--- src/udp_echo_pkg.sv ---
package udp_echo_pkg;

    // Station identity
    localparam logic [47:0] STATION_MAC   = 48'hDEAD_BEEF_000A;
    localparam logic [31:0] STATION_IP    = 32'h10_00_00_00;

    // Fixed header values
    localparam logic [15:0] ETH_TYPE_IPV4 = 16'h0800;
    localparam logic [7:0]  IP_PROTO_UDP  = 8'h11;
    localparam logic [7:0]  IP_VER_IHL    = 8'h45;   // IPv4, five words
    localparam logic [7:0]  REPLY_TTL     = 8'h40;
    localparam logic [15:0] IP_HDR_BYTES  = 16'd20;

    // 14 Ethernet bytes plus 20 IPv4 bytes
    localparam int HDR_BYTES = 34;

    // Byte offsets into the frame, field end where a field spans several bytes
    localparam int ETH_DST_END   = 5;
    localparam int ETH_SRC_END   = 11;
    localparam int ETH_TYPE_END  = 13;
    localparam int IP_VER_OFF    = 14;
    localparam int IP_LEN_END    = 17;
    localparam int IP_PROTO_OFF  = 23;
    localparam int IP_SRC_END    = 29;
    localparam int IP_DST_END    = 33;

    // Buffering
    localparam int PAYLOAD_DEPTH = 2048;
    localparam int HDR_DEPTH     = 4;

    typedef struct packed {
        logic [7:0] data;
        logic       last;
    } byte_beat_t;

    // One entry per accepted frame
    typedef struct packed {
        logic [47:0] mac;   // Sender MAC
        logic [31:0] ip;    // Sender IP
        logic [15:0] len;   // Payload bytes kept
    } rx_hdr_t;

    // Ones'-complement sum over ten header words, checksum word given as zero
    function automatic logic [15:0] ip_checksum(input logic [159:0] hdr);
        logic [31:0] sum;
        sum = '0;
        for (int i = 0; i < 10; i++) begin
            sum = sum + {16'h0, hdr[16*i +: 16]};
        end
        // Two folds cover any carry out of the first
        sum = {16'h0, sum[15:0]} + {16'h0, sum[31:16]};
        sum = {16'h0, sum[15:0]} + {16'h0, sum[31:16]};
        return ~sum[15:0];
    endfunction

endpackage

--- src/ip_reply_framer.sv ---
`timescale 1ns/10ps

module ip_reply_framer (
    input  logic                    i_clk,
    input  logic                    i_arst_n,
    input  udp_echo_pkg::rx_hdr_t    i_hdr,
    input  logic                    i_hdr_empty,
    input  udp_echo_pkg::byte_beat_t i_pay_beat,
    input  logic                    i_pay_empty,
    input  logic                    i_tx_ready,
    output logic                    o_hdr_rd,
    output logic                    o_pay_rd,
    output logic                    o_tx_valid,
    output udp_echo_pkg::byte_beat_t o_tx_beat
);

    import udp_echo_pkg::*;

    localparam int IW = $clog2(HDR_BYTES);

    typedef enum logic [1:0] {FR_IDLE, FR_HDR, FR_PAY} fr_state_t;

    fr_state_t     state_q;
    logic [IW-1:0] idx_q;

    // Reply fields held for the whole reply
    logic [47:0]   dst_mac_q;
    logic [31:0]   dst_ip_q;
    logic [15:0]   tot_len_q;
    logic [15:0]   csum_q;

    logic [15:0]   tot_len_d;
    logic [15:0]   csum_d;
    logic [0:HDR_BYTES-1][7:0] reply_hdr;   // Byte 0 leaves first
    logic          hdr_fire;
    logic          pay_fire;

    assign tot_len_d = i_hdr.len + IP_HDR_BYTES;

    // Checksum over the reply's IPv4 header with its checksum word zero
    assign csum_d = ip_checksum({IP_VER_IHL, 8'h00, tot_len_d,
                                 16'h0000, 16'h0000,
                                 REPLY_TTL, IP_PROTO_UDP, 16'h0000,
                                 STATION_IP, i_hdr.ip});

    assign reply_hdr = {dst_mac_q, STATION_MAC, ETH_TYPE_IPV4,
                        IP_VER_IHL, 8'h00, tot_len_q,
                        16'h0000, 16'h0000,
                        REPLY_TTL, IP_PROTO_UDP, csum_q,
                        STATION_IP, dst_ip_q};

    always_comb begin
        case (state_q)
            FR_HDR: begin
                o_tx_valid     = 1'b1;
                o_tx_beat.data = reply_hdr[idx_q];
                o_tx_beat.last = 1'b0;
            end
            FR_PAY: begin
                o_tx_valid = !i_pay_empty;
                o_tx_beat  = i_pay_beat;   // FIFO head holds still until popped
            end
            default: begin
                o_tx_valid = 1'b0;
                o_tx_beat  = i_pay_beat;
            end
        endcase
    end

    assign hdr_fire = (state_q == FR_HDR) && i_tx_ready;
    assign pay_fire = (state_q == FR_PAY) && i_tx_ready && !i_pay_empty;
    assign o_pay_rd = pay_fire;
    assign o_hdr_rd = pay_fire && i_pay_beat.last;   // Header leaves with the final byte

    always_ff @(posedge i_clk) begin
        if (state_q == FR_IDLE && !i_hdr_empty) begin
            dst_mac_q <= i_hdr.mac;
            dst_ip_q  <= i_hdr.ip;
            tot_len_q <= tot_len_d;
            csum_q    <= csum_d;
        end
    end

    always_ff @(posedge i_clk or negedge i_arst_n) begin
        if (!i_arst_n) begin
            state_q <= FR_IDLE;
            idx_q   <= '0;
        end else begin
            case (state_q)
                FR_IDLE: begin
                    if (!i_hdr_empty) begin
                        state_q <= FR_HDR;
                        idx_q   <= '0;
                    end
                end
                FR_HDR: begin
                    if (hdr_fire) begin
                        if (idx_q == IW'(HDR_BYTES - 1)) begin
                            state_q <= FR_PAY;
                        end else begin
                            idx_q <= idx_q + 1'b1;
                        end
                    end
                end
                default: begin
                    if (o_hdr_rd) begin
                        state_q <= FR_IDLE;
                    end
                end
            endcase
        end
    end

endmodule

--- config.mk ---
export PLATFORM = sky130hd
export DESIGN_NAME = ip_reply_framer
export DESIGN_NICKNAME = d
export VERILOG_FILES = /design/src/udp_echo_pkg.sv /design/src/ip_reply_framer.sv
export SDC_FILE = /design/constraint.sdc
export NUM_CORES = 1
export LEC_CHECK = 0
export ABC_AREA = 1
export BUFFER_PORTS_ARGS = -buffer_cell sky130_fd_sc_hd__buf_2
export CAP_MARGIN = 40
export CORE_ASPECT_RATIO = 0.9
export CORE_MARGIN = 1
export CORE_UTILIZATION = 58
export DETAILED_ROUTE_END_ITERATION = 8
export GPL_ROUTABILITY_DRIVEN = 0
export HOLD_SLACK_MARGIN = 0.08
export PLACE_DENSITY_LB_ADDON = 0.2
export SLEW_MARGIN = 10
export SYNTH_ARGS = -nofsm -noshare
export SYNTH_HDL_FRONTEND = slang
export SYNTH_SLANG_ARGS = --single-unit
--- constraint.sdc ---
create_clock -name i_clk -period 6.85 [get_ports i_clk]
set_clock_uncertainty 0.15 [all_clocks]
set_input_delay 1.37 -clock i_clk [delete_from_list [all_inputs] [get_ports i_clk]]
set_output_delay 1.37 -clock i_clk [all_outputs]
set_load 0.01 [all_outputs]
==> impl_metrics.csv <==
group,metric,value,unit
yosys,synthArstFlopShare,0.06667,
yosys,synth-edff-count,112,
finish,antenna_cells,0,
die,start_util,0.6058,
timing,report.final.hold_viol_count,0,
yosys,postSynthRegisterBits,120,
grt,grt_pass1_vias,6997,
timing,slew_headroom,0.4632,
worst_setup_path,crit_slowest_cell,"fa_1",
finish,final_layout_size_suffix_gt1_frac,0.3307,
grt,grt_overflow,0,
routing,wl_per_cell,19.08,um
clocking,numCtsBuffers,17,
grt,grt_usage,0.3461,
worst_setup_path,critPathRequiredTime,6.86,ns
yosys,yosys.area.top_type,"edfxtp_1",
worst_setup_path,critPathBufInv,4,
clocking,insertion_delay,0.41,ns
routing,via_per_inst,5.804,
die,fp-row-count,39,
worst_setup_path,start_kind,"input pin",
clocking,h-tree-depth,4,
die,design.die.area,0.01398,mm2
routing,vias,7551,
worst_hold_path,hold_end,"state_q[1]",
timing,setup_violations,13,
grt,grt_pass1_wl,36590,um
timing,rsz0062_at_grt,"true",
worst_setup_path,max_stage_delay,0.53,ns
timing,min_period_over_period,1.085,
yosys,synth.avg_cell_area,8.852,um2
worst_hold_path,min-delay-path-class,"flip-flop to flip-flop",
routing,drc_errors,0,
placement,portBuffers,121,
yosys,synthFlopType,"edfxtp_1",
worst_setup_path,arrival,7.44,ns
worst_setup_path,cp_max_fo,3,
yosys,synth_top_cell_area_share,0.4293,
clocking,clk_path_buf_depth,2,
finish,fill_cells,746,
clocking,postCtsHoldBufs,0,
worst_setup_path,crit_type,"input pin to flip-flop",
yosys,netlist_area,0.007834,mm2
timing,period_needed,7.430,ns
yosys,ys.warnings.count,0,
routing,first_pass_iters,8,
worst_setup_path,regToRegSetupSlack,4.10,ns
routing,routed_wl,24830,um
power,power.leakage,4.818,nW
placement,dp_hpwl,16640,um
routing,postRouteAntennaNets,0,
timing,slew_viol_final,0,
worst_hold_path,min_path_cells,2,
job,cap_violations,0,
worst_hold_path,hp-start,"state_q[1]",
finish,final_cell_area,0.01050,mm2
worst_setup_path,end_kind,"flip-flop",
die,core,0.01293,mm2
clocking,cts_tree,"built",
finish,layout_commonest_cell,"nand2_1",
yosys,synth.distinct_cells,46,
finish,area_growth_syn_to_layout,33.99,%
worst_setup_path,timing.rr.end,"idx_q[2]",
worst_setup_path,reg2reg_depth,12,
die,io_pins,122,
placement,placed_area,0.009388,mm2
clocking,cts_root_buf,"clkbuf_16",
grt,antenna_found_initial,1,
yosys,syn_inst,885,
status,violations,"negative setup slack",
die,die_h,112.3,um
yosys,synthTopCellsByArea,"edfxtp_1 (43%), nand2_1 (9.6%), ha_1 (7.2%)",
finish,postLayoutCoreUtil,0.8117,
power,p_per_area,385.3,mW/mm2
worst_setup_path,cp_top_family,"simple AND/OR/NAND/NOR gates",
timing,fmax,0.1346,GHz
placement,dp_cells,1244,
status,status,"finished, violations left",
timing,max_slew.worst_pin.slew,0.8003,ns
yosys,ys_seq_area_frac,0.4549,
timing,layout_setup_ws,-0.5800,ns
clocking,cts.sinks,120,
clocking,clkTransAtPathRegs,0.06,ns
finish,fin_nets,1297,
worst_setup_path,r2r-start,"state_q[1]",
die,die_w,124.5,um
finish,instances_no_fill,1301,
power,ir_drop,0.2321,mV
finish,layout_common_cells,"nand2_1 (192), inv_1 (124), buf_2 (119), buf_4 (116), edfxtp_1 (112)",
grt,grt_max_degree,60,
routing,first_iter_violations,994,
yosys,syn-num-nets,1057,
placement,pre_cts_ws,-0.8971,ns
-- cell type report --
class | instances | area (um2) | area share
clock buffers | 17 | 425.4 | 0.04053
clock inverters | 14 | 198.9 | 0.01895
inverters | 142 | 533.0 | 0.05078
multi-input cells | 603 | 4024 | 0.3834
flip-flops and latches | 120 | 3563 | 0.3395
well taps | 164 | 205.2 | 0.01955
repair buffers | 241 | 1546 | 0.1473
-- routing by layer --
metal,up-vias,GRT usage,part of all wire
met2,548,0.5503,0.46
met4,2,0.1365,0.034
met1,3483,0.4744,0.40
li1,3441,-,-
met3,77,0.06244,0.11
met5,-,0,0.00073
-- registers in the layout, summed over array words and instances (netlist names) --
register and count:
csum_q 16, state_q 2, dst_mac_q 48, idx_q 6
tot_len_q 16, dst_ip_q 32
-- power breakdown --
part / internal, mW / switching [mW]
Clock: 0.609 / 0.338
Combinational: 0.721 / 1.27
Sequential: 1.03 / 0.0705
Total: 2.36 / 1.68
-- synthesized netlist by cell type (2+ instances only) --
cell type	count
nand3_2	9
ha_1	45
o221ai_1	7
nor2_2	8
inv_2	5
nand2_4	2
nand3b_1	4
a22oi_1	12
o22ai_1	6
o21bai_1	2
clkinv_1	5
inv_1	132
a31oi_1	3
nand2_1	201
a21oi_1	39
nand4_1	7
nand3_1	48
dfrtp_1	8
mux2i_1	3
xnor2_1	7
a21boi_0	2
nor2_1	71
nand2_2	13
xor2_1	14
buf_2	5
clkbuf_1	15
o211ai_1	9
edfxtp_1	112
o21ai_0	47
fa_1	17
nor3_1	7
nor2_4	6
-- per-stage QoR --
step	setup TNS, ns	hold WS, ns	total power [mW]
6_report	-4.757	0.3780	4.044
3_5_place_dp	-7.175	0.3626	2.927
4_1_cts	-0.3002	0.3761	3.910
2_1_floorplan	-0.07779	0.3282	2.292
5_1_grt	-7.643	0.4157	4.249
3_3_place_gp	-4.698	0.3523	2.875
-- repair_timing --
| action | in CTS | in global routing |
|---|---|---|
| setup buffers | 22 | 8 |
| resized for setup | 24 | 43 |
| pin swaps | 39 | 35 |
| endpoints found under the setup margin | 10 | 13 |
-- worst max-delay path by stage --
stage,slack [ns],endpoint,start,depth (start not counted)
after detailed placement,-0.90,csum_q[15],i_hdr[2],39
after global placement,-0.63,csum_q[15],i_hdr[2],42
final,-0.58,csum_q[13],i_hdr[3],43
after floorplan,-0.08,csum_q[15],i_hdr[3],43
after global routing,-0.85,csum_q[15],i_hdr[2],44
after CTS,-0.12,csum_q[15],i_hdr[2],44
-- worst reg2reg max path, cell delays in order, from the launching register on --
cell      delay (ns)
dfrtp_1         0.39
inv_1           0.09
ha_1            0.36
clkinv_1        0.47
o21ai_0         0.30
inv_1           0.08
o21ai_0         0.08
inv_1           0.09
nand2_1         0.15
inv_1           0.10
nand2_1         0.09
inv_1           0.10
a211oi_1        0.20
-- logic make-up (layout without fill, tap and decap cells) --
kind of cell | Yosys count | count (layout) | synth area share
and+or+nand+nor | 380 | 380 | 0.2198
adders and majority gates | 62 | 62 | 0.1153
xor gates and xnor gates | 21 | 21 | 0.02348
AOI/OAI and AO/OA | 137 | 137 | 0.1043
DFF | 120 | 120 | 0.4549
muxes | 3 | 3 | 0.003833
buffers and inverters | 162 | 414 | 0.07842
Power figures use the tool's default switching activity.
