===== src/udp_echo_pkg.sv =====
package udp_echo_pkg;

    // Station identity
    localparam logic [47:0] STATION_MAC   = 48'hDEAD_BEEF_000A;
    localparam logic [31:0] STATION_IP    = 32'h10_00_00_00;

    // Fixed header values
    localparam logic [15:0] ETH_TYPE_IPV4 = 16'h0800;
    localparam logic [7:0]  IP_PROTO_UDP  = 8'h11;
    localparam logic [7:0]  IP_VER_IHL    = 8'h45;   // IPv4, five words
    localparam logic [7:0]  REPLY_TTL     = 8'h40;
    localparam logic [15:0] IP_HDR_BYTES  = 16'd20;

    // 14 Ethernet bytes plus 20 IPv4 bytes
    localparam int HDR_BYTES = 34;

    // Byte offsets into the frame, field end where a field spans several bytes
    localparam int ETH_DST_END   = 5;
    localparam int ETH_SRC_END   = 11;
    localparam int ETH_TYPE_END  = 13;
    localparam int IP_VER_OFF    = 14;
    localparam int IP_LEN_END    = 17;
    localparam int IP_PROTO_OFF  = 23;
    localparam int IP_SRC_END    = 29;
    localparam int IP_DST_END    = 33;

    // Buffering
    localparam int PAYLOAD_DEPTH = 2048;
    localparam int HDR_DEPTH     = 4;

    typedef struct packed {
        logic [7:0] data;
        logic       last;
    } byte_beat_t;

    // One entry per accepted frame
    typedef struct packed {
        logic [47:0] mac;   // Sender MAC
        logic [31:0] ip;    // Sender IP
        logic [15:0] len;   // Payload bytes kept
    } rx_hdr_t;

    // Ones'-complement sum over ten header words, checksum word given as zero
    function automatic logic [15:0] ip_checksum(input logic [159:0] hdr);
        logic [31:0] sum;
        sum = '0;
        for (int i = 0; i < 10; i++) begin
            sum = sum + {16'h0, hdr[16*i +: 16]};
        end
        // Two folds cover any carry out of the first
        sum = {16'h0, sum[15:0]} + {16'h0, sum[31:16]};
        sum = {16'h0, sum[15:0]} + {16'h0, sum[31:16]};
        return ~sum[15:0];
    endfunction

endpackage


===== src/eth_ip_rx_parser.sv =====
`timescale 1ns/10ps

module eth_ip_rx_parser (
    input  logic                    i_clk,
    input  logic                    i_arst_n,
    input  logic                    i_rx_valid,
    input  udp_echo_pkg::byte_beat_t i_rx_beat,
    input  logic                    i_pay_full,
    input  logic                    i_hdr_full,
    output logic                    o_rx_ready,
    output logic                    o_pay_wr,
    output udp_echo_pkg::byte_beat_t o_pay_beat,
    output logic                    o_hdr_wr,
    output udp_echo_pkg::rx_hdr_t    o_hdr,
    output logic                    o_bad_frame
);

    import udp_echo_pkg::*;

    localparam int CW = $clog2(HDR_BYTES);

    typedef enum logic [1:0] {ST_HDR, ST_PAY, ST_DISC, ST_FIN} state_t;

    state_t        state_q;
    logic [CW-1:0] cnt_q;        // Header byte index
    logic          hdr_ok_q;     // All checks so far passed
    logic          disc_good_q;  // Discarding padding of an accepted frame
    logic [15:0]   kept_q;
    logic          bad_q;

    logic [39:0]   win;          // Last five header bytes
    logic [47:0]   win48;        // Window including current byte
    logic [47:0]   src_mac;
    logic [31:0]   src_ip;
    logic [15:0]   tot_len;
    logic [15:0]   pay_len;

    logic          rx_fire;
    logic          hdr_phase;
    logic          chk;
    logic          hdr_ok_d;
    logic          pay_end;

    assign win48     = {win, i_rx_beat.data};
    assign hdr_phase = (state_q == ST_HDR) || (state_q == ST_FIN);
    assign rx_fire   = i_rx_valid && o_rx_ready;
    assign pay_len   = tot_len - IP_HDR_BYTES;
    assign pay_end   = (kept_q + 16'd1 == pay_len);

    // Stall only on a full FIFO
    always_comb begin
        case (state_q)
            ST_PAY:  o_rx_ready = !i_pay_full;
            ST_FIN:  o_rx_ready = !i_hdr_full;
            default: o_rx_ready = 1'b1;
        endcase
    end

    // Per-byte acceptance check, decided at each field's last byte
    always_comb begin
        chk = 1'b1;
        case (cnt_q)
            CW'(ETH_DST_END):  chk = (win48 == STATION_MAC) || (&win48);
            CW'(ETH_TYPE_END): chk = (win48[15:0] == ETH_TYPE_IPV4);
            CW'(IP_VER_OFF):   chk = (i_rx_beat.data == IP_VER_IHL);
            CW'(IP_PROTO_OFF): chk = (i_rx_beat.data == IP_PROTO_UDP);
            CW'(IP_DST_END):   chk = (win48[31:0] == STATION_IP) && (tot_len > IP_HDR_BYTES);
            default:           chk = 1'b1;
        endcase
    end

    assign hdr_ok_d = ((cnt_q == '0) ? 1'b1 : hdr_ok_q) && chk;

    assign o_pay_wr        = rx_fire && (state_q == ST_PAY);
    assign o_pay_beat.data = i_rx_beat.data;
    assign o_pay_beat.last = pay_end || i_rx_beat.last;   // Padding never stored

    assign o_hdr_wr    = (state_q == ST_FIN) && !i_hdr_full;
    assign o_hdr.mac   = src_mac;
    assign o_hdr.ip    = src_ip;
    assign o_hdr.len   = kept_q;
    assign o_bad_frame = bad_q;

    // Field capture, untouched by byte 0 of a following frame
    always_ff @(posedge i_clk) begin
        if (rx_fire && hdr_phase) begin
            win <= win48[39:0];
            if (cnt_q == CW'(ETH_SRC_END)) src_mac <= win48;
            if (cnt_q == CW'(IP_LEN_END))  tot_len <= win48[15:0];
            if (cnt_q == CW'(IP_SRC_END))  src_ip  <= win48[31:0];
        end
    end

    always_ff @(posedge i_clk or negedge i_arst_n) begin
        if (!i_arst_n) begin
            state_q     <= ST_HDR;
            cnt_q       <= '0;
            hdr_ok_q    <= 1'b0;
            disc_good_q <= 1'b0;
            kept_q      <= '0;
            bad_q       <= 1'b0;
        end else begin
            bad_q <= 1'b0;
            if (o_hdr_wr) begin
                state_q <= ST_HDR;   // Next frame may start this same cycle
                kept_q  <= '0;
            end
            if (rx_fire) begin
                case (state_q)
                    ST_HDR, ST_FIN: begin
                        hdr_ok_q <= hdr_ok_d;
                        if (i_rx_beat.last) begin
                            cnt_q <= '0;   // Ended inside the header
                            bad_q <= 1'b1;
                        end else if (cnt_q == CW'(HDR_BYTES - 1)) begin
                            cnt_q       <= '0;
                            disc_good_q <= 1'b0;
                            state_q     <= hdr_ok_d ? ST_PAY : ST_DISC;
                        end else begin
                            cnt_q <= cnt_q + 1'b1;
                        end
                    end
                    ST_PAY: begin
                        kept_q <= kept_q + 16'd1;
                        if (i_rx_beat.last) begin
                            state_q <= ST_FIN;
                        end else if (pay_end) begin
                            state_q     <= ST_DISC;   // Drop padding
                            disc_good_q <= 1'b1;
                        end
                    end
                    default: begin
                        if (i_rx_beat.last) begin
                            if (disc_good_q) begin
                                state_q <= ST_FIN;
                            end else begin
                                state_q <= ST_HDR;
                                bad_q   <= 1'b1;
                            end
                        end
                    end
                endcase
            end
        end
    end

endmodule


===== config.mk =====
export PLATFORM = sky130hd
export DESIGN_NAME = eth_ip_rx_parser
export DESIGN_NICKNAME = d
export VERILOG_FILES = /design/src/udp_echo_pkg.sv /design/src/eth_ip_rx_parser.sv
export SDC_FILE = /design/constraint.sdc
export NUM_CORES = 1
export LEC_CHECK = 0
export BUFFER_PORTS_ARGS = -buffer_cell sky130_fd_sc_hd__buf_2
export CAP_MARGIN = 20
export CORE_MARGIN = 1
export CORE_UTILIZATION = 40
export CTS_CLUSTER_DIAMETER = 40
export CTS_CLUSTER_SIZE = 25
export DETAILED_ROUTE_END_ITERATION = 16
export GPL_TIMING_DRIVEN = 0
export MAX_ROUTING_LAYER = met4
export SYNTH_ARGS = -nofsm -noshare
export SYNTH_HDL_FRONTEND = slang
export SYNTH_SLANG_ARGS = --single-unit

===== constraint.sdc =====
create_clock -name i_clk -period 7.5 [get_ports i_clk]
set_input_delay 1.5 -clock i_clk [delete_from_list [all_inputs] [get_ports i_clk]]
set_output_delay 1.5 -clock i_clk [all_outputs]
set_load 0.01 [all_outputs]

==> results of run 1 <==
-- kinds of logic after synthesis --
kind of cell	after synthesis
compound gates	71
xor+xnor	39
fa+ha+maj	10
buf+inv	34
flops	163
mux	1
simple gates	160
-- final timing paths --
path | cells after the start | from | slack, ns | to
worst min-delay path | 0 | win[33]$_DFFE_PP_ | 0.45 | src_mac[41]$_DFFE_PP_
worst min register to register | 0 | win[33]$_DFFE_PP_ | 0.45 | src_mac[41]$_DFFE_PP_
max in group asynchronous | 1 | i_arst_n | 5.97 | hdr_ok_q$_DFFE_PN0P_
min in group asynchronous | 1 | i_arst_n | 1.10 | kept_q[7]$_DFF_PN0_
worst max register to register | 12 | state_q[1]$_DFF_PN0_ | 3.99 | src_mac[3]$_DFFE_PP_
worst max-delay path | 8 | tot_len[6]$_DFFE_PP_ | 2.61 | o_pay_beat[0]
-- area by class of cell --
cell class	instances	area share, %
Sequential cell	163	56.87
Timing Repair Buffer	126	8.193
Inverter	14	0.6279
Clock buffer	18	5.128
Clock inverter	14	1.809
Multi-Input combinational cell	281	22.78
Buffer	20	1.301
Tap cell	220	3.289
-- through the flow --
step	instance area (um2)	utilization [%]	std cells	hold slack (ns)	setup slack, ns
detailed placement	7789	46.97	824	0.4353	2.712
floorplan	6807	-	478	0.4265	1.798
CTS	8369	50.47	856	0.4496	2.615
global route	8369	50.47	856	0.4536	2.410
finish	8369	50.47	856	0.4519	2.607
global placement	7687	46.36	819	0.4335	0.1551
-- state kept, by name, indices dropped and copies added, names as in the netlist --
register     flops
src_ip          32
cnt_q            6
kept_q          16
win             40
tot_len         16
hdr_ok_q         1
disc_good_q      1
state_q          2
o_bad_frame      1
src_mac         48
-- per-layer routing --
metal  vias up  share of wire [%]
met5         -                  0
met4         0                1.4
met3        18                5.8
met2       187                 50
met1      2166                 43
li1       2100                  -
-- cells in the final DEF (no fill, tap or decap), types with 3 or more instances in the layout --
cell type,n
edfxtp_1,136
buf_2,124
o21ai_0,37
nand2_1,33
nor2_1,32
dfrtp_1,27
xnor2_1,26
nand3_1,20
clkbuf_16,17
nand4_1,15
inv_1,12
nor4_1,11
clkbuf_1,10
ha_1,10
nor3_1,9
xor2_1,8
a21oi_1,8
buf_4,8
o31ai_1,6
xnor3_1,5
nand2b_1,4
and4_1,4
inv_6,4
o211ai_1,3
nor3b_1,3
nor2b_1,3
and3_1,3
clkinvlp_4,3
-- critical path: cells and delay by family (launching register included) --
kind | cells | cell delay, ns
AO/OA/AOI/OAI | 1 | 0.36
XOR/XNOR | 1 | 0.40
buffers and inverters | 1 | 0.13
flip-flops | 1 | 0.47
AND/OR/NAND/NOR | 5 | 1.61
-- synth_stat cells, types with 2 or more instances --
cell	instances	area [um2]
edfxtp_1	136	4084
o21ai_0	37	185.2
nand2_1	33	123.9
nor2_1	33	123.9
dfrtp_1	27	675.7
xnor2_1	26	227.7
nand3_1	20	100.1
nand4_1	15	93.84
inv_1	13	48.80
nor4_1	11	68.82
ha_1	10	125.1
nor3_1	10	50.05
clkbuf_1	9	33.78
a21oi_1	8	40.04
buf_4	8	60.06
xor2_1	8	70.07
o31ai_1	6	45.04
xnor3_1	5	112.6
and4_1	4	35.03
nand2b_1	4	25.02
and3_1	3	18.77
buf_2	3	15.01
nor2b_1	3	18.77
nor3b_1	3	22.52
o211ai_1	3	22.52
and2_1	2	12.51
and3_2	2	15.01
and3b_1	2	17.52
nand4b_1	2	17.52
o2111ai_1	2	17.52
o21a_1	2	15.01
o22ai_1	2	12.51
or4_1	2	15.01
-- power by group through the flow --
| stage | Clock (mW) | Combinational (mW) | Sequential [mW] |
|---|---|---|---|
| 6_report | 0.845 | 0.307 | 1.28 |
| 5_1_grt | 0.894 | 0.350 | 1.30 |
| 4_1_cts | 0.867 | 0.306 | 1.28 |
| 3_5_place_dp | 0 | 0.305 | 1.30 |
| 3_3_place_gp | 0 | 0.296 | 1.30 |
| 2_1_floorplan | 0 | 0.212 | 1.25 |
==> impl_metrics.yaml, run 1 <==
synth:
  post_synthesis_instance_area_um2: 6800
  ys_dominant_reg_cell: "edfxtp_1"
  synth_sequential_area_ratio_pct: 69.99
  synth_edf_count: 136
  yosys.area_share.adder_pct: 1.840
  synth-xor-area-share_pct: 6.035
  postSynthCellCount: 478
  yosys_warnings: 0
  mappedNetlistNets: 502
  syn-mean-instance-area_um2: 14.23
  synth.ff_latch_count: 163
  yosys.area_share.simple_pct: 13.03
  synth_compound_gate_area_share_pct: 6.587
  asyncSetResetFlopFracSynth_pct: 16.56
  synth.mux.area_fraction_pct: 0.1472
  main_combinational_cell_family_by_area_after_synthesis: "simple AND/OR/NAND/NOR gates"
  yosysUniqueCellTypes: 57
die:
  die_height_um: 132.4
  floorplan.die_area_um2: 17530
  floorplan.io_pins: 123
  initial_core_util_pct: 41.01
  die-width_um: 132.4
  placementRows: 47
  area_of_the_core_um2: 16580
timing:
  fin_skew_ns: 0.009555
  totalNegativeSetupSlack_ns: 0
  rsz0062_at_grt: "false"
  report.final.hold_viol_count: 0
  timing.final.crit_share_pct: 65.24
  final-setup-viol-count: 0
  timing.final.max_slew_violations: 0
  max-slew-margin-rel_pct: 37.86
  fmax_mhz: 204.4
  finalWorstPathRequiredPeriod_ns: 4.893
  worst_pin_slew_ns: 0.9282
critical_path:
  crit_path_cell_trace: "nor3_1, nand4b_1, xnor3_1, or3_4, a2111oi_4, nand4_2, nand2_1, buf_2"
  setup.worst_path.start_class: "flip-flop"
  crit_path_capture_type: "output pin"
  cp.required_ns: 6.00
  slowest_stage: "nor3_1"
  critical_path_peak_fanout: 7
  timing.critical_path.arrival_ns: 3.39
  slowest_cell_delay_on_critical_path_ns: 0.60
  timing_worst_setup_path_type: "reg2out"
clock_tree:
  clock_latency_ns: 0.42
  cts_tree: "yes"
  cts_hold_buf: 0
  htree_num_levels: 4
  cts_max_path_buffers: 2
  cts-root-buf: "clkbuf_16"
  cts-buffers-inserted: 17
  post_cts_resized: 0
  clkSinkCount: 163
  clk_pin_slew_ns: 0.06
  cts_setup_buffers: 0
final_layout:
  drive_gt1_share_pct: 28.77
  area_delta_synth_final_pct: 23.07
  num-fill-cells: 1464
  area.sequential_um2: 4760
  insertedDiodeCount: 0
  multi_input_area_um2: 1907
  number_of_nets_in_the_layout: 647
pwr:
  switching_share_pct: 28.01
  comb_power_share_pct: 12.6
  share_seq_of_total_power_pct: 52.7
  netSwitchingPower_uw: 682.0
  leakage_power_nw: 3.148
  clock_power_share_pct: 34.7
  powerDensity_nw_per_um2: 290.9
  vdd.ir_drop.worst_uv: 169.9
  p_int_mw: 1.753
  total_power_mw: 2.435
routing:
  wl_per_cell_um: 17.30
  routed-via-count: 4471
  drcViolationCount: 0
  first_pass_iters: 5
  detail-route-antenna-nets: 0
  wl_mm: 14.81
  drt-initial-drc-count: 442
  viasPerCell: 5.223
place:
  hpwl_mm: 10.64
  gp_congestion: 0.8649
  port-buffer-count: 121
global_route:
  global_route_hottest_layer: "met2"
  grt_util_met2_pct: 29.01
  number_of_global_route_vias_before_repair: 4423
  groute.usage.overall_pct: 18.09
  grt_pass1_wl_mm: 23.20
  grt_max_degree: 44
  grtUsageMet3_pct: 4.075
  grt.met1_usage_pct: 22.48
  grt_antenna_before_repair: 0
  globalRouteOverflowTotal: 0
min_path:
  timing.hold.worst.class: "reg2reg"
outcome:
  status: "completed"
job:
  cap_viol_max_count: 0
Note: power is estimated with default switching activity, not from simulation.
==> run 2: changes to the inputs <==
Clock period 7.5 ns to 4.3 ns, I/O delays scaled along.
==> run 2 against run 1 <==
  * Critical path depth stayed put
  * Cell area is 0.51% lower
  * Combinational power is 76% higher
  * Setup slack worse by 2.4 ns
  * Routed wire length is 2.0% higher
  * Via count is 0.40% lower
  * Die area stayed put
  * Count of clock-buffer cells in the layout is 1 higher
  * Global-route usage is 0.31 points higher
  * Largest cell class unchanged
  * Core utilization is 0.26 points lower
  * Sequential power is 75% higher
==> impl_metrics.yaml, run 2 (synthesis results as in run 1) <==
die:
  area_of_the_core_um2: 16580
  initial_core_util_pct: 41.01
  floorplan.die_area_um2: 17530
  die_height_um: 132.4
  die-width_um: 132.4
  placementRows: 47
  floorplan.io_pins: 123
critical_path:
  slowest_stage: "nor3_1"
  timing.critical_path.arrival_ns: 3.20
  cp.required_ns: 3.44
  critical_path_peak_fanout: 5
  setup.worst_path.start_class: "flip-flop"
  crit_path_capture_type: "output pin"
  timing_worst_setup_path_type: "reg2out"
  crit_path_cell_trace: "nor3_1, nand4b_1, xnor3_1, or3_4, a2111oi_4, nand4_2, nand2_1, buf_2"
  slowest_cell_delay_on_critical_path_ns: 0.49
global_route:
  globalRouteOverflowTotal: 0
  grt_antenna_before_repair: 0
  groute.usage.overall_pct: 18.40
  number_of_global_route_vias_before_repair: 4302
  grt_max_degree: 44
  grt_pass1_wl_mm: 23.39
job:
  cap_viol_max_count: 0
timing:
  worst_pin_slew_ns: 0.9134
  final-setup-viol-count: 0
  timing.final.crit_share_pct: 94.33
  report.final.hold_viol_count: 0
  max-slew-margin-rel_pct: 38.85
  finalWorstPathRequiredPeriod_ns: 4.056
  fmax_mhz: 246.5
  rsz0062_at_grt: "false"
  timing.final.max_slew_violations: 0
  totalNegativeSetupSlack_ns: 0
  fin_skew_ns: 0.008336
routing:
  viasPerCell: 5.202
  wl_per_cell_um: 17.65
  detail-route-antenna-nets: 0
  drt-initial-drc-count: 405
  drcViolationCount: 0
  routed-via-count: 4453
  first_pass_iters: 4
  wl_mm: 15.11
pwr:
  powerDensity_nw_per_um2: 497.5
  leakage_power_nw: 3.126
  vdd.ir_drop.worst_uv: 265.4
final_layout:
  layout_commonest_cell: "edfxtp_1"
  insertedDiodeCount: 0
  number_of_nets_in_the_layout: 647
  largest_register: "src_mac"
  final_cell_area_um2: 8327
  final_cells: 856
  largest_registers: "src_mac x48, win x40, src_ip x32"
  largest_register_ffs: 48
  drive_gt1_share_pct: 28.77
  area_delta_synth_final_pct: 22.45
  layout_common_cells: "edfxtp_1 (136), buf_2 (124), o21ai_0 (37)"
clock_tree:
  cts_max_path_buffers: 2
  clkSinkCount: 163
  htree_num_levels: 4
  cts-root-buf: "clkbuf_16"
  clock_latency_ns: 0.42
  cts-buffers-inserted: 17
  cts_tree: "yes"
  clk_pin_slew_ns: 0.06
min_path:
  timing.hold.worst.class: "reg2reg"
place:
  placed_cell_area_um2: 7789
  port-buffer-count: 121
  placed_cells: 824
  hpwl_mm: 10.80
  gp_congestion: 0.8633
outcome:
  status: "completed"
## run 2: cell types whose count changed in the layout (fill, tap and decap cells not counted), sizes merged
cell,change
bufinv,-2
clkbuf,+1
clkinv,+1
clkinvlp,-1
inv,+1
## run 2: through the flow
stage               util (%)  worst slack [ns]  hold WS (ns)  power (mW)
CTS                    50.17           0.06939        0.4554       4.180
global route           50.21           0.02903        0.4596       4.333
floorplan                  -            0.3630        0.4265       2.549
finish                 50.21            0.2438        0.4527       4.143
detailed placement     46.97            0.4138        0.4445       2.807
global placement       46.41           -0.7756        0.4342       2.785
## run 2: repair_timing
action	CTS	global route
resized for setup	0	2
endpoints found under the setup margin	0	1
setup buffers	0	0
hold buffers	0	0
## run 2: worst paths after layout
kind                                           start                     to  slack, ns  cells past startpoint
max in group asynchronous                   i_arst_n    kept_q[5]$_DFF_PN0_       3.41                      1
worst min register to register     win[36]$_DFFE_PP_  src_mac[44]$_DFFE_PP_       0.45                      0
worst max register to register  state_q[1]$_DFF_PN0_   src_mac[1]$_DFFE_PP_       0.87                     11
worst max-delay path            tot_len[8]$_DFFE_PP_          o_pay_beat[0]       0.24                      8
worst min-delay path               win[36]$_DFFE_PP_  src_mac[44]$_DFFE_PP_       0.45                      0
min in group asynchronous                   i_arst_n   kept_q[12]$_DFF_PN0_       0.47                      1
## run 2: layer usage
metal | GRT usage [%] | routed length [um] | up-vias
li1 | - | - | 2100
met1 | 23.03 | 6611 | 2202
met2 | 28.92 | 7515 | 135
met3 | 4.191 | 740 | 16
met4 | 7.471 | 238 | 0
met5 | - | 0 | -
## run 2: where the power goes
group	total (mW)	switching, mW	internal (mW)	leakage [nW]
sequential	2.24	0.213	2.02	1.60
clock	1.37	0.622	0.745	0.255
combinational	0.539	0.366	0.173	1.27
## run 2: area by class of cell
type	instances	area (um2)
Fill cell	1446	8257
Sequential cell	163	4760
Multi-Input combinational cell	281	1914
Timing Repair Buffer	126	685.7
Clock buffer	19	432.9
Tap cell	220	275.3
Buffer	20	108.9
Clock inverter	13	97.59
Inverter	14	52.55
## run 2: worst max-delay path: cells and delay by family (launching register included)
kind	cells	cell delay, ns
DFF	1	0.44
AOI/OAI and AO/OA	1	0.36
xor gates and xnor gates	1	0.40
and+or+nand+nor	5	1.45
buffers and inverters	1	0.13
