===== src/stream_fifo.sv =====
`timescale 1ns/10ps

module stream_fifo #(
    parameter type T     = logic [7:0],
    parameter int  DEPTH = 16
) (
    input  logic i_clk,
    input  logic i_arst_n,
    input  logic i_wr,
    input  T     i_wr_data,
    input  logic i_rd,
    output T     o_rd_data,
    output logic o_full,
    output logic o_empty
);

    localparam int AW = (DEPTH > 1) ? $clog2(DEPTH) : 1;

    T mem [DEPTH];

    logic [AW-1:0] wr_ptr;
    logic [AW-1:0] rd_ptr;
    logic [AW:0]   count;
    logic          do_wr;
    logic          do_rd;

    assign do_wr = i_wr && !o_full;
    assign do_rd = i_rd && !o_empty;

    assign o_full    = (count == (AW+1)'(DEPTH));
    assign o_empty   = (count == '0);
    assign o_rd_data = mem[rd_ptr];   // Head entry, valid when not empty

    always_ff @(posedge i_clk) begin
        if (do_wr) begin
            mem[wr_ptr] <= i_wr_data;
        end
    end

    always_ff @(posedge i_clk or negedge i_arst_n) begin
        if (!i_arst_n) begin
            wr_ptr <= '0;
            rd_ptr <= '0;
            count  <= '0;
        end else begin
            if (do_wr) begin
                wr_ptr <= (wr_ptr == AW'(DEPTH - 1)) ? '0 : wr_ptr + 1'b1;
            end
            if (do_rd) begin
                rd_ptr <= (rd_ptr == AW'(DEPTH - 1)) ? '0 : rd_ptr + 1'b1;
            end
            if (do_wr && !do_rd) begin
                count <= count + 1'b1;
            end else if (do_rd && !do_wr) begin
                count <= count - 1'b1;
            end
        end
    end

endmodule


===== config.mk =====
export PLATFORM = sky130hd
export DESIGN_NAME = stream_fifo
export DESIGN_NICKNAME = d
export VERILOG_FILES = /design/src/stream_fifo.sv
export SDC_FILE = /design/constraint.sdc
export NUM_CORES = 1
export LEC_CHECK = 0
export ABC_AREA = 1
export BUFFER_PORTS_ARGS = -buffer_cell sky130_fd_sc_hd__buf_2
export CAP_MARGIN = 30
export CORE_MARGIN = 5
export CORE_UTILIZATION = 34
export DETAILED_ROUTE_END_ITERATION = 7
export PLACE_DENSITY = 0.46
export SLEW_MARGIN = 20
export SYNTH_ARGS = -nofsm -noshare
export SYNTH_HDL_FRONTEND = slang
export SYNTH_SLANG_ARGS = --single-unit

===== constraint.sdc =====
create_clock -name i_clk -period 2.28 [get_ports i_clk]
set_input_delay 0.228 -clock i_clk [delete_from_list [all_inputs] [get_ports i_clk]]
set_output_delay 0.228 -clock i_clk [all_outputs]
set_load 0.02 [all_outputs]

==> run metrics, run 1 <==
most common cell in the netlist=nand2_1; Leak=3.438 nW; Synth area leader=edfxtp_1; Syn. warnings=0; CP Capture Type=output port; Max Cap Violations=0; ranking of synthesized cells by area=edfxtp_1, nand2_1, inv_1; largest net degree at the start of global routing=68; Antenna diodes=0; Synth Flop Type=edfxtp_1; DIE AREA=0.02186 mm2; first-pass GRT wire length=23510 um; DRC=0; critical path class=reg2out; combinational power share=36.2%; fin crit share=94.61%; endpoints failing setup=0; total core area=0.01871 mm2; pwr/cell area=1221 mW/mm2; Avg Cell Area, Syn=between 9 and 10 um2; Switching Share=about 37%; WP data arrival=1.93 ns; # H-tree levels=4; fin cells=963; post-route ant nets=0; Seq/Total Area, Yosys=64.54%; Final Util=40.51%; 1st-iter DRT viols=between 200 and 300; share of power burned in registers=36.1%; Total GRT Usage=14.51%; Syn Nets=696; Sum Neg Setup Slack=0 ns; area grow syn2layout=17.30%; FF+latch count, synth=roughly 140; Final Slew Violations=0; Mapped Cells=approximately 670; worst skew pair latency=approximately 0.42 ns; dpl cells=930; Final Total Pwr=9.251 mW; Clock Power Share=27.7%; Critical R2R Launch=count[2]; post-CTS setup buffers=0; clock root buffer=clkbuf_16; clk slew on worst S/H paths=0.06 ns; WL/cell=15.80 um; Die Y=147.8 um; area share of the largest cell type after synthesis=about three fifths; number of enable flip-flop cells after synthesis=between 100 and 150; Detailed Place HPWL=9421 um; RSZ-0062 raised after global routing=no; nets=740; Worst Path Max Fanout=20; vias=between 4000 and 5000; vias per inst=roughly 4.5; Placer Congestion=~0.79; Int Pwr=5.859 mW; Switch Pwr=~3.4 mW; synth cell count leaders=nand2_1, inv_1, edfxtp_1; Worst Tran Pin Value=approximately 0.9 ns; initial core utilization=34.54%; worst hold path type=in2reg; Final Hold Fails=0; maximum VDD drop=~0.00067 V; post-synth cell types=19; Chip Width=147.8 um; Worst Setup SP=rd_ptr[0]; number of port buffers=21; Setup Skew=0.008582 ns; Tmin final=2.157 ns; async set-reset flop share out of synthesis=9.220%; FMAX=0.4636 GHz; Hold Startpoint=i_wr; gr ovfl total=0; Crit path required time=2.05 ns; final WL=15220 um; CTS max path bufs=2; initial antenna violation count=0; headroom to the max-slew limit=38.44%; I/O Pins=22; vias in the first global route=4189; status=complete, no violations; CP Launch Type=flip-flop; Pre-Repair DR Iteration Count=4; fraction of layout cells with a size suffix above 1=10.70%; Post-Syn Area=0.006460 mm2; # rows=50; Num CTS Buffers=17; CTS tree=built; TritonCTS sink count=141
-- final timing paths --
kind | slack [ns] | endpoint | cells after the start
min in group asynchronous | 0.24 | count[4] | 2
worst min-delay path | 0.20 | wr_ptr[1] | 4
max in group asynchronous | 1.76 | rd_ptr[0] | 2
worst min register to register | 0.51 | count[0] | 1
worst max-delay path | 0.12 | o_rd_data[4] | 8
worst max register to register | 0.22 | count[4] | 12
-- worst max-delay path, stage by stage, from the launching register on --
cell and delay (ns):
dfrtp_2 0.48, inv_8 0.15, buf_12 0.17, nand2_1 0.06, nand3_1 0.06, nand3_1 0.16
nand3_1 0.15, nand2_1 0.10, buf_2 0.17
-- cell families after synthesis --
group,after synthesis,synth area share [%]
AND/OR/NAND/NOR,341,21.62
AO/OA/AOI/OAI,12,0.9296
XOR/XNOR,6,0.8136
adder cells (fa/ha/maj),11,2.247
buffers and inverters,162,9.859
flip-flops,141,64.54
-- power groups by stage --
stage | clock, mW | combinational [mW] | sequential (mW)
6_report | 2.56 | 3.35 | 3.34
5_1_grt | 2.73 | 3.80 | 3.38
4_1_cts | 2.61 | 3.30 | 3.32
3_5_place_dp | 0 | 3.28 | 3.37
3_3_place_gp | 0 | 3.25 | 3.36
2_1_floorplan | 0 | 2.25 | 3.29
-- state kept, by name (all words and copies together), names as in the netlist --
name    cells
wr_ptr      4
mem       128
count       5
rd_ptr      4
-- final cells by class --
cell class	count	area (um2)
Tap cell	234	292.8
Clock buffer	20	436.7
Clock inverter	11	101.3
Multi-Input combinational cell	370	1669
Sequential cell	141	4172
Inverter	139	529.3
Timing Repair Buffer	48	376.6
Fill cell	1841	11130
-- metal layers --
layer  GRT usage, %  routed length (um)
met1          19.61                7267
met2          22.92                7124
met3          4.139                 626
met4          4.203                 199
met5              0                   0
-- layout by cell type, fill, tap and decap left out, drive strengths merged --
| cell | count |
|---|---|
| nand2 | 228 |
| inv | 137 |
| edfxtp | 128 |
| nand3 | 87 |
| buf | 46 |
| nor2 | 24 |
| clkbuf | 21 |
| dfrtp | 13 |
| ha | 10 |
| clkinv | 10 |
| o21ai | 9 |
| xnor2 | 3 |
| a21oi | 3 |
| xor2 | 3 |
| nand4 | 2 |
| bufinv | 2 |
| fa | 1 |
| clkinvlp | 1 |
| dlygate4sd3 | 1 |
-- per-stage QoR --
| step | area, um2 | hold slack, ns | setup WS, ns |
|---|---|---|---|
| final | 7577 | 0.2032 | 0.1229 |
| after global routing | 7577 | 0.2165 | 0.004341 |
| after CTS | 7520 | 0.1869 | 0.02638 |
| after detailed placement | 6969 | 0.1664 | 0.1307 |
| after global placement | 6969 | 0.1528 | 0.1919 |
| after floorplan | 6460 | -0.06759 | 0.2674 |
-- repair_timing --
item,in CTS,in global routing
gates resized for setup,1,9
pin swaps,0,1
hold buffers,1,0
endpoints found under the setup margin,6,10
cloned,0,1
hold endpoints to repair,13,0
No activity file was read; power rests on OpenSTA's default activity.
==> inputs of run 2 (changes only) <==
--- a/config.mk
+++ b/config.mk
@@ -8,6 +8,7 @@
 export ABC_AREA = 1
 export BUFFER_PORTS_ARGS = -buffer_cell sky130_fd_sc_hd__buf_2
 export CAP_MARGIN = 30
+export CORE_ASPECT_RATIO = 1.2
 export CORE_MARGIN = 5
 export CORE_UTILIZATION = 34
 export DETAILED_ROUTE_END_ITERATION = 7
==> run 2 against run 1 <==
Against the previous run:
- core utilization increased by 0.12 points
- first-iteration DRC count increased by 13%
- maximum frequency decreased by 2.1%
- critical endpoint is now o_rd_data[3]
- highest routed layer unchanged
==> run metrics, run 2 (same netlist as run 1, synthesis figures left out) <==
CP delay by family, top=buffers and inverters (was simple AND/OR/NAND/NOR gates); initial antenna violation count=0 (unchanged); largest net degree at the start of global routing=68 (unchanged); Chip Width=135.8 um (was 147.8 um); post-route ant nets=0 (unchanged); Final Util=40.63% (was 40.51%); Num CTS Buffers=17 (unchanged); CP Capture Type=output port (unchanged); gr ovfl total=0 (unchanged); WL/cell=15.08 um (was 15.80 um); clock root buffer=clkbuf_16 (unchanged); Buf+Inv Stages, Crit Path=4 (was 3); clk slew on worst S/H paths=0.06 ns (about the same); FMAX=0.4538 GHz (was 0.4636 GHz); area grow syn2layout=18.15% (was 17.30%); initial core utilization=34.39% (was 34.54%); vias per inst=4.285 (was 4.486); Top reg by flops=mem (unchanged); headroom to the max-slew limit=73.52% (was 38.44%); 1st-iter DRT viols=298 (was 263); most frequent cells in the layout=nand2_1, inv_1, edfxtp_1 (unchanged); fin cells=988 (was 963); Placed Area=0.007017 mm2 (was 0.006969 mm2); CTS max path bufs=2 (unchanged); highest-delay cell along the critical path=dfrtp_1 (was dfrtp_2); Max Cap Violations=0 (unchanged); Antenna diodes=0 (unchanged); Final Slew Violations=0 (unchanged); Critical R2R Launch=count[1] (was count[2]); DRC=0 (unchanged); Placer Congestion=0.7775 (was 0.7857); Setup Skew=0.006605 ns (was 0.008582 ns); fin crit share=96.64% (was 94.61%); fraction of layout cells with a size suffix above 1=11.48% (was 10.70%); setup ws final=0.07654 ns (was 0.1229 ns); Worst Setup SP=rd_ptr[1] (was rd_ptr[0]); dpl cells=953 (was 930); final WL=14900 um (was 15220 um); endpoints failing setup=0 (unchanged); Worst Path Max Fanout=13 (was 20); worst skew pair latency=0.41 ns (was 0.42 ns); Crit path top cell by count=nand2_1 (was nand3_1); RSZ-0062 raised after global routing=yes (was no); TritonCTS sink count=141 (unchanged); number of port buffers=21 (unchanged); I/O Pins=22 (unchanged); Worst Tran Pin Value=0.3972 ns (was 0.9200 ns); first-pass GRT wire length=23160 um (was 23510 um); status=complete, no violations (unchanged); fin area=0.007632 mm2 (was 0.007577 mm2); # rows=55 (was 50); critical path class=reg2out (unchanged); critical-path cell list=inv_1 -> buf_4 -> nand3_1 -> nand2_1 -> nand2_1 -> nand2_1 -> inv_1 -> nand2_1 -> buf_2 (was inv_8 -> buf_12 -> nand2_1 -> nand3_1 -> nand3_1 -> nand3_1 -> nand2_1 -> buf_2); Tmin final=2.203 ns (was 2.157 ns); Pre-Repair DR Iteration Count=4 (unchanged); Hold Startpoint=i_wr (unchanged); Final Total Pwr=9.271 mW (was 9.251 mW); Largest regs=mem: 128 flops, count: 5 flops (unchanged); WP data arrival=1.98 ns (was 1.93 ns); Total GRT Usage=14.21% (was 14.51%); Crit path required time=2.05 ns (about the same); pwr/cell area=1215 mW/mm2 (was 1221 mW/mm2); most common cell after layout, fill and taps aside=nand2_1 (unchanged); crit-path max cell delay=0.48 ns (about the same); CP Launch Type=flip-flop (unchanged); vias=4234 (was 4320); Leak=3.446 nW (was 3.438 nW); vias in the first global route=4176 (was 4189); worst hold path type=in2reg (unchanged); Detailed Place HPWL=9346 um (was 9421 um); total core area=0.01879 mm2 (was 0.01871 mm2); # H-tree levels=4 (unchanged); Die Y=161.0 um (was 147.8 um); CTS tree=built (unchanged); Final Hold Fails=0 (unchanged); maximum VDD drop=0.0005813 V (was 0.0006691 V); Setup WS pre-CTS=0.08677 ns (was 0.1307 ns); nets=742 (was 740); DIE AREA=0.02187 mm2 (was 0.02186 mm2); max FFs per register=128 (unchanged)
[run 2: path summary, 6_finish.rpt]
kind	endpoint	slack (ns)	depth (start not counted)
setup reg to reg	count[4]	0.25	12
setup / recovery	o_rd_data[3]	0.08	9
hold / removal	wr_ptr[1]	0.22	4
min in group asynchronous	count[4]	0.26	2
max in group asynchronous	rd_ptr[0]	1.74	2
hold reg to reg	count[0]	0.52	1
[run 2: timing repair]
item | 4_1_cts | 5_1_grt
gates resized for setup | 1 | 7
pin swaps | 0 | 1
hold endpoints to repair | 13 | 0
setup buffers | 0 | 1
endpoints found under the setup margin | 4 | 8
hold buffers | 1 | 0
cloned | 0 | 1
[run 2: worst register-to-register path, stage by stage, from the launching register on]
cell and delay [ns]:
dfrtp_1 0.42, nor2_2 0.15, nand4_1 0.16, nand2_2 0.11
inv_2 0.07, ha_2 0.21, fa_1 0.40, nor2_1 0.16
nor2_1 0.05, nand3_1 0.06, nand2_1 0.05, nand2_1 0.05
nand2_1 0.04
[run 2: metrics by stage]
stage                       TNS, ns  hold slack, ns
final                             0          0.2179
after detailed placement          0          0.1574
after CTS                         0          0.2298
after global routing      -0.005141          0.2385
after global placement            0          0.1609
after floorplan                   0        -0.06759
[run 2: where the power goes]
group	switching [mW]	total (mW)	internal, mW
Clock	1.00	2.59	1.58
Combinational	2.22	3.36	1.14
Sequential	0.196	3.32	3.13
[run 2: per-layer routing]
layer / wire [um] / GRT usage (%) / vias to the layer above
li1: - / - / 2208
met1: 6600 / 18.07 / 1946
met2: 7443 / 23.46 / 64
met3: 430 / 2.897 / 16
met4: 429 / 6.187 / 0
met5: 0 / 0 / -
[run 2: layout make-up]
| cell class | instances | area, um2 |
|---|---|---|
| Clock buffer | 18 | 429.2 |
| Tap cell | 256 | 320.3 |
| Sequential cell | 141 | 4170 |
| Clock inverter | 14 | 127.6 |
| Inverter | 139 | 526.8 |
| Timing Repair Buffer | 50 | 396.6 |
| Fill cell | 1822 | 11150 |
| Multi-Input combinational cell | 370 | 1662 |
==> inputs of run 3 (changes only) <==
--- a/config.mk
+++ b/config.mk
@@ -5,14 +5,13 @@
 export SDC_FILE = /design/constraint.sdc
 export NUM_CORES = 1
 export LEC_CHECK = 0
-export ABC_AREA = 1
+export ABC_AREA = 0
 export BUFFER_PORTS_ARGS = -buffer_cell sky130_fd_sc_hd__buf_2
 export CAP_MARGIN = 30
 export CORE_ASPECT_RATIO = 1.2
 export CORE_MARGIN = 5
 export CORE_UTILIZATION = 34
 export DETAILED_ROUTE_END_ITERATION = 7
-export PLACE_DENSITY = 0.46
 export SLEW_MARGIN = 20
 export SYNTH_ARGS = -nofsm -noshare
 export SYNTH_HDL_FRONTEND = slang
==> run 3 against run 2 <==
Against the previous run:
- the flow now finishes with violations (setup timing)
- flip-flop and latch count unchanged
- sequential power about the same
- worst hold slack got worse by 0.0062 ns
- critical path type unchanged
- highest routed layer unchanged
==> run metrics, run 3 <==
status=finished with violations (was complete, no violations); failing checks=setup timing; Crit path required time=2.05 ns (about the same); DIE AREA=0.02016 mm2 (was 0.02187 mm2); reg-to-reg endpoint=count[4] (unchanged); Final Total Pwr=9.711 mW (was 9.271 mW); # H-tree levels=4 (unchanged); area grow syn2layout=23.06% (was 18.15%); Reg2Reg Setup Slack=-0.15 ns (was 0.25 ns); most common cell after layout, fill and taps aside=edfxtp_1 (was nand2_1); Detailed Place HPWL=8106 um (was 9346 um); number of enable flip-flop cells after synthesis=128 (unchanged); area share of the largest cell type after synthesis=64.93% (was 59.50%); Max Cap Violations=0 (unchanged); worst reg2reg path depth=10 (was 12); 1st-iter DRT viols=237 (was 298); fin cells=619 (was 988); Final Slew Violations=0 (unchanged); total core area=0.01698 mm2 (was 0.01879 mm2); nets=412 (was 742); Worst Path Max Fanout=15 (was 13); Syn Nets=350 (was 696); pwr/cell area=1333 mW/mm2 (was 1215 mW/mm2); DRC=0 (unchanged); ranking of synthesized cells by area=edfxtp_1, mux4_2, dfrtp_1 (was edfxtp_1, nand2_1, inv_1); max FFs per register=128 (unchanged); synth cell count leaders=edfxtp_1, mux4_2, nor2_1 (was nand2_1, inv_1, edfxtp_1); CP Capture Type=output port (unchanged); worst skew pair latency=0.42 ns (was 0.41 ns); WHS Path Cells=1 (was 4); Avg Cell Area, Syn=18.10 um2 (was 9.599 um2); dpl cells=574 (was 953); area occupied by multi-input gates=0.001735 mm2 (was 0.001662 mm2); Setup WS pre-CTS=-0.1535 ns (was 0.08677 ns); CTS max path bufs=2 (unchanged); vias in the first global route=3289 (was 4176); WL/cell=20.07 um (was 15.08 um); FF+latch count, synth=141 (unchanged); I/O Pins=22 (unchanged); Placer Congestion=0.8164 (was 0.7775); Top reg by flops=mem (unchanged); number of port buffers=21 (unchanged); WHS Endpoint=mem[13][7] (was wr_ptr[1]); Setup Skew=0.01023 ns (was 0.006605 ns); CTS tree=built (unchanged); Hold Startpoint=i_wr_data[7] (was i_wr); Pre-Repair DR Iteration Count=4 (unchanged); clk slew on worst S/H paths=0.06 ns (about the same); Syn. warnings=0 (unchanged); most frequent cells in the layout=edfxtp_1, buf_4, mux4_2 (was nand2_1, inv_1, edfxtp_1); post-route ant nets=0 (unchanged); Synth Flop Type=edfxtp_1 (unchanged); most common cell in the netlist=edfxtp_1 (was nand2_1); Min Hold Slack=0.2117 ns (was 0.2179 ns); Mapped Cells=327 (was 673); fin crit share=108.7% (was 96.64%); Num CTS Buffers=17 (unchanged); Final Hold Fails=0 (unchanged); FMAX=0.4035 GHz (was 0.4538 GHz); gr ovfl total=0 (unchanged); Largest regs=mem: 128 flops, count: 5 flops (unchanged); maximum VDD drop=0.0006419 V (was 0.0005813 V); Tmin final=2.479 ns (was 2.203 ns); Total GRT Usage=13.18% (was 14.21%); register area=0.004172 mm2 (was 0.004170 mm2); vias=3109 (was 4234); # rows=52 (was 55); headroom to the max-slew limit=41.18% (was 73.52%); post-synth cell types=38 (was 19); WP data arrival=2.25 ns (was 1.98 ns); Seq/Total Area, Yosys=70.43% (was 64.54%); FILL cells=1459 (was 1822); Chip Width=130.5 um (was 135.8 um); vias per inst=5.023 (was 4.285); first-pass GRT wire length=19310 um (was 23160 um); fraction of layout cells with a size suffix above 1=39.80% (was 11.48%); initial antenna violation count=0 (unchanged); CP Launch Type=flip-flop (unchanged); clock root buffer=clkbuf_16 (unchanged); Synth area leader=edfxtp_1 (unchanged); final WL=12420 um (was 14900 um); Sum Neg Setup Slack=-1.382 ns (was 0 ns); Post-Syn Area=0.005919 mm2 (was 0.006460 mm2); TritonCTS sink count=141 (unchanged); RSZ-0062 raised after global routing=yes (unchanged); initial core utilization=34.86% (was 34.39%); critical path class=reg2out (unchanged); worst hold path type=in2reg (unchanged); Die Y=154.5 um (was 161.0 um); largest net degree at the start of global routing=21 (was 68); Critical R2R Launch=count[3] (was count[1]); Leak=2.544 nW (was 3.446 nW); setup ws final=-0.1986 ns (was 0.07654 ns); async set-reset flop share out of synthesis=9.220% (unchanged); Worst Tran Pin Value=0.8790 ns (was 0.3972 ns); endpoints failing setup=9 (was 0)
## run 3: per-layer routing
layer	track usage [%]	part of all wire (%)
met1	16.04	42
met2	22.13	52
met3	4.001	4.1
met4	4.606	1.8
met5	0	0
## run 3: cell type report
cell class	instances	share of cell area, %
Multi-Input combinational cell	154	23.82
Clock buffer	18	5.891
Antenna cell	1	0.03435
Sequential cell	141	57.27
Timing Repair Buffer	59	6.407
Tap cell	216	3.710
Inverter	16	0.8588
Clock inverter	14	2.010
## run 3: critical path, stage by stage (launching register included)
cell and delay, ns:
dfrtp_2 0.41, buf_12 0.18, mux2_2 0.36, o221ai_2 0.25, o21ai_1 0.12, a221o_1 0.35, buf_2 0.16
## run 3: through the flow
stage | instance area, um2 | utilization [%]
floorplan | 5961 | -
global placement | 6436 | 37.90
detailed placement | 6436 | 37.90
CTS | 7228 | 42.57
global route | 7282 | 42.88
finish | 7284 | 42.90
## run 3: timing repair
action | 4_1_cts | 5_1_grt
pin swaps | 8 | 11
resized for setup | 25 | 12
setup endpoints to repair | 18 | 19
setup buffers | 6 | 7
hold buffers | 1 | 0
endpoints found under the hold margin | 13 | 0
gates cloned | 1 | 0
## run 3: how the worst max path moves through the flow
stage | from | to | cells after the start
3_3_place_gp | count[3] | count[4] | 10
6_report | rd_ptr[1] | o_rd_data[3] | 6
3_5_place_dp | count[3] | count[4] | 10
5_1_grt | count[3] | count[4] | 10
4_1_cts | rd_ptr[1] | o_rd_data[5] | 7
2_1_floorplan | count[0] | count[4] | 11
## run 3: power by group
group | leakage, nW | internal (mW) | total [mW] | switching (mW)
clock network | 0.276 | 1.61 | 2.66 | 1.05
logic | 0.957 | 1.77 | 3.71 | 1.94
registers | 1.31 | 3.16 | 3.34 | 0.174
total | 2.54 | 6.54 | 9.71 | 3.17
## run 3: logic make-up (layout without fill, tap and decap cells)
| group | count (synthesis) | in the layout | share of synthesized area [%] |
|---|---|---|---|
| AND/OR/NAND/NOR | 56 | 56 | 4.502 |
| multiplexers | 41 | 41 | 12.98 |
| AO/OA/AOI/OAI | 40 | 40 | 5.707 |
| XOR/XNOR | 6 | 6 | 0.8878 |
| buffers and inverters | 32 | 107 | 3.044 |
| other | 0 | 1 | 0 |
| flip-flops | 141 | 141 | 70.43 |
| adder cells (fa/ha/maj) | 11 | 11 | 2.452 |
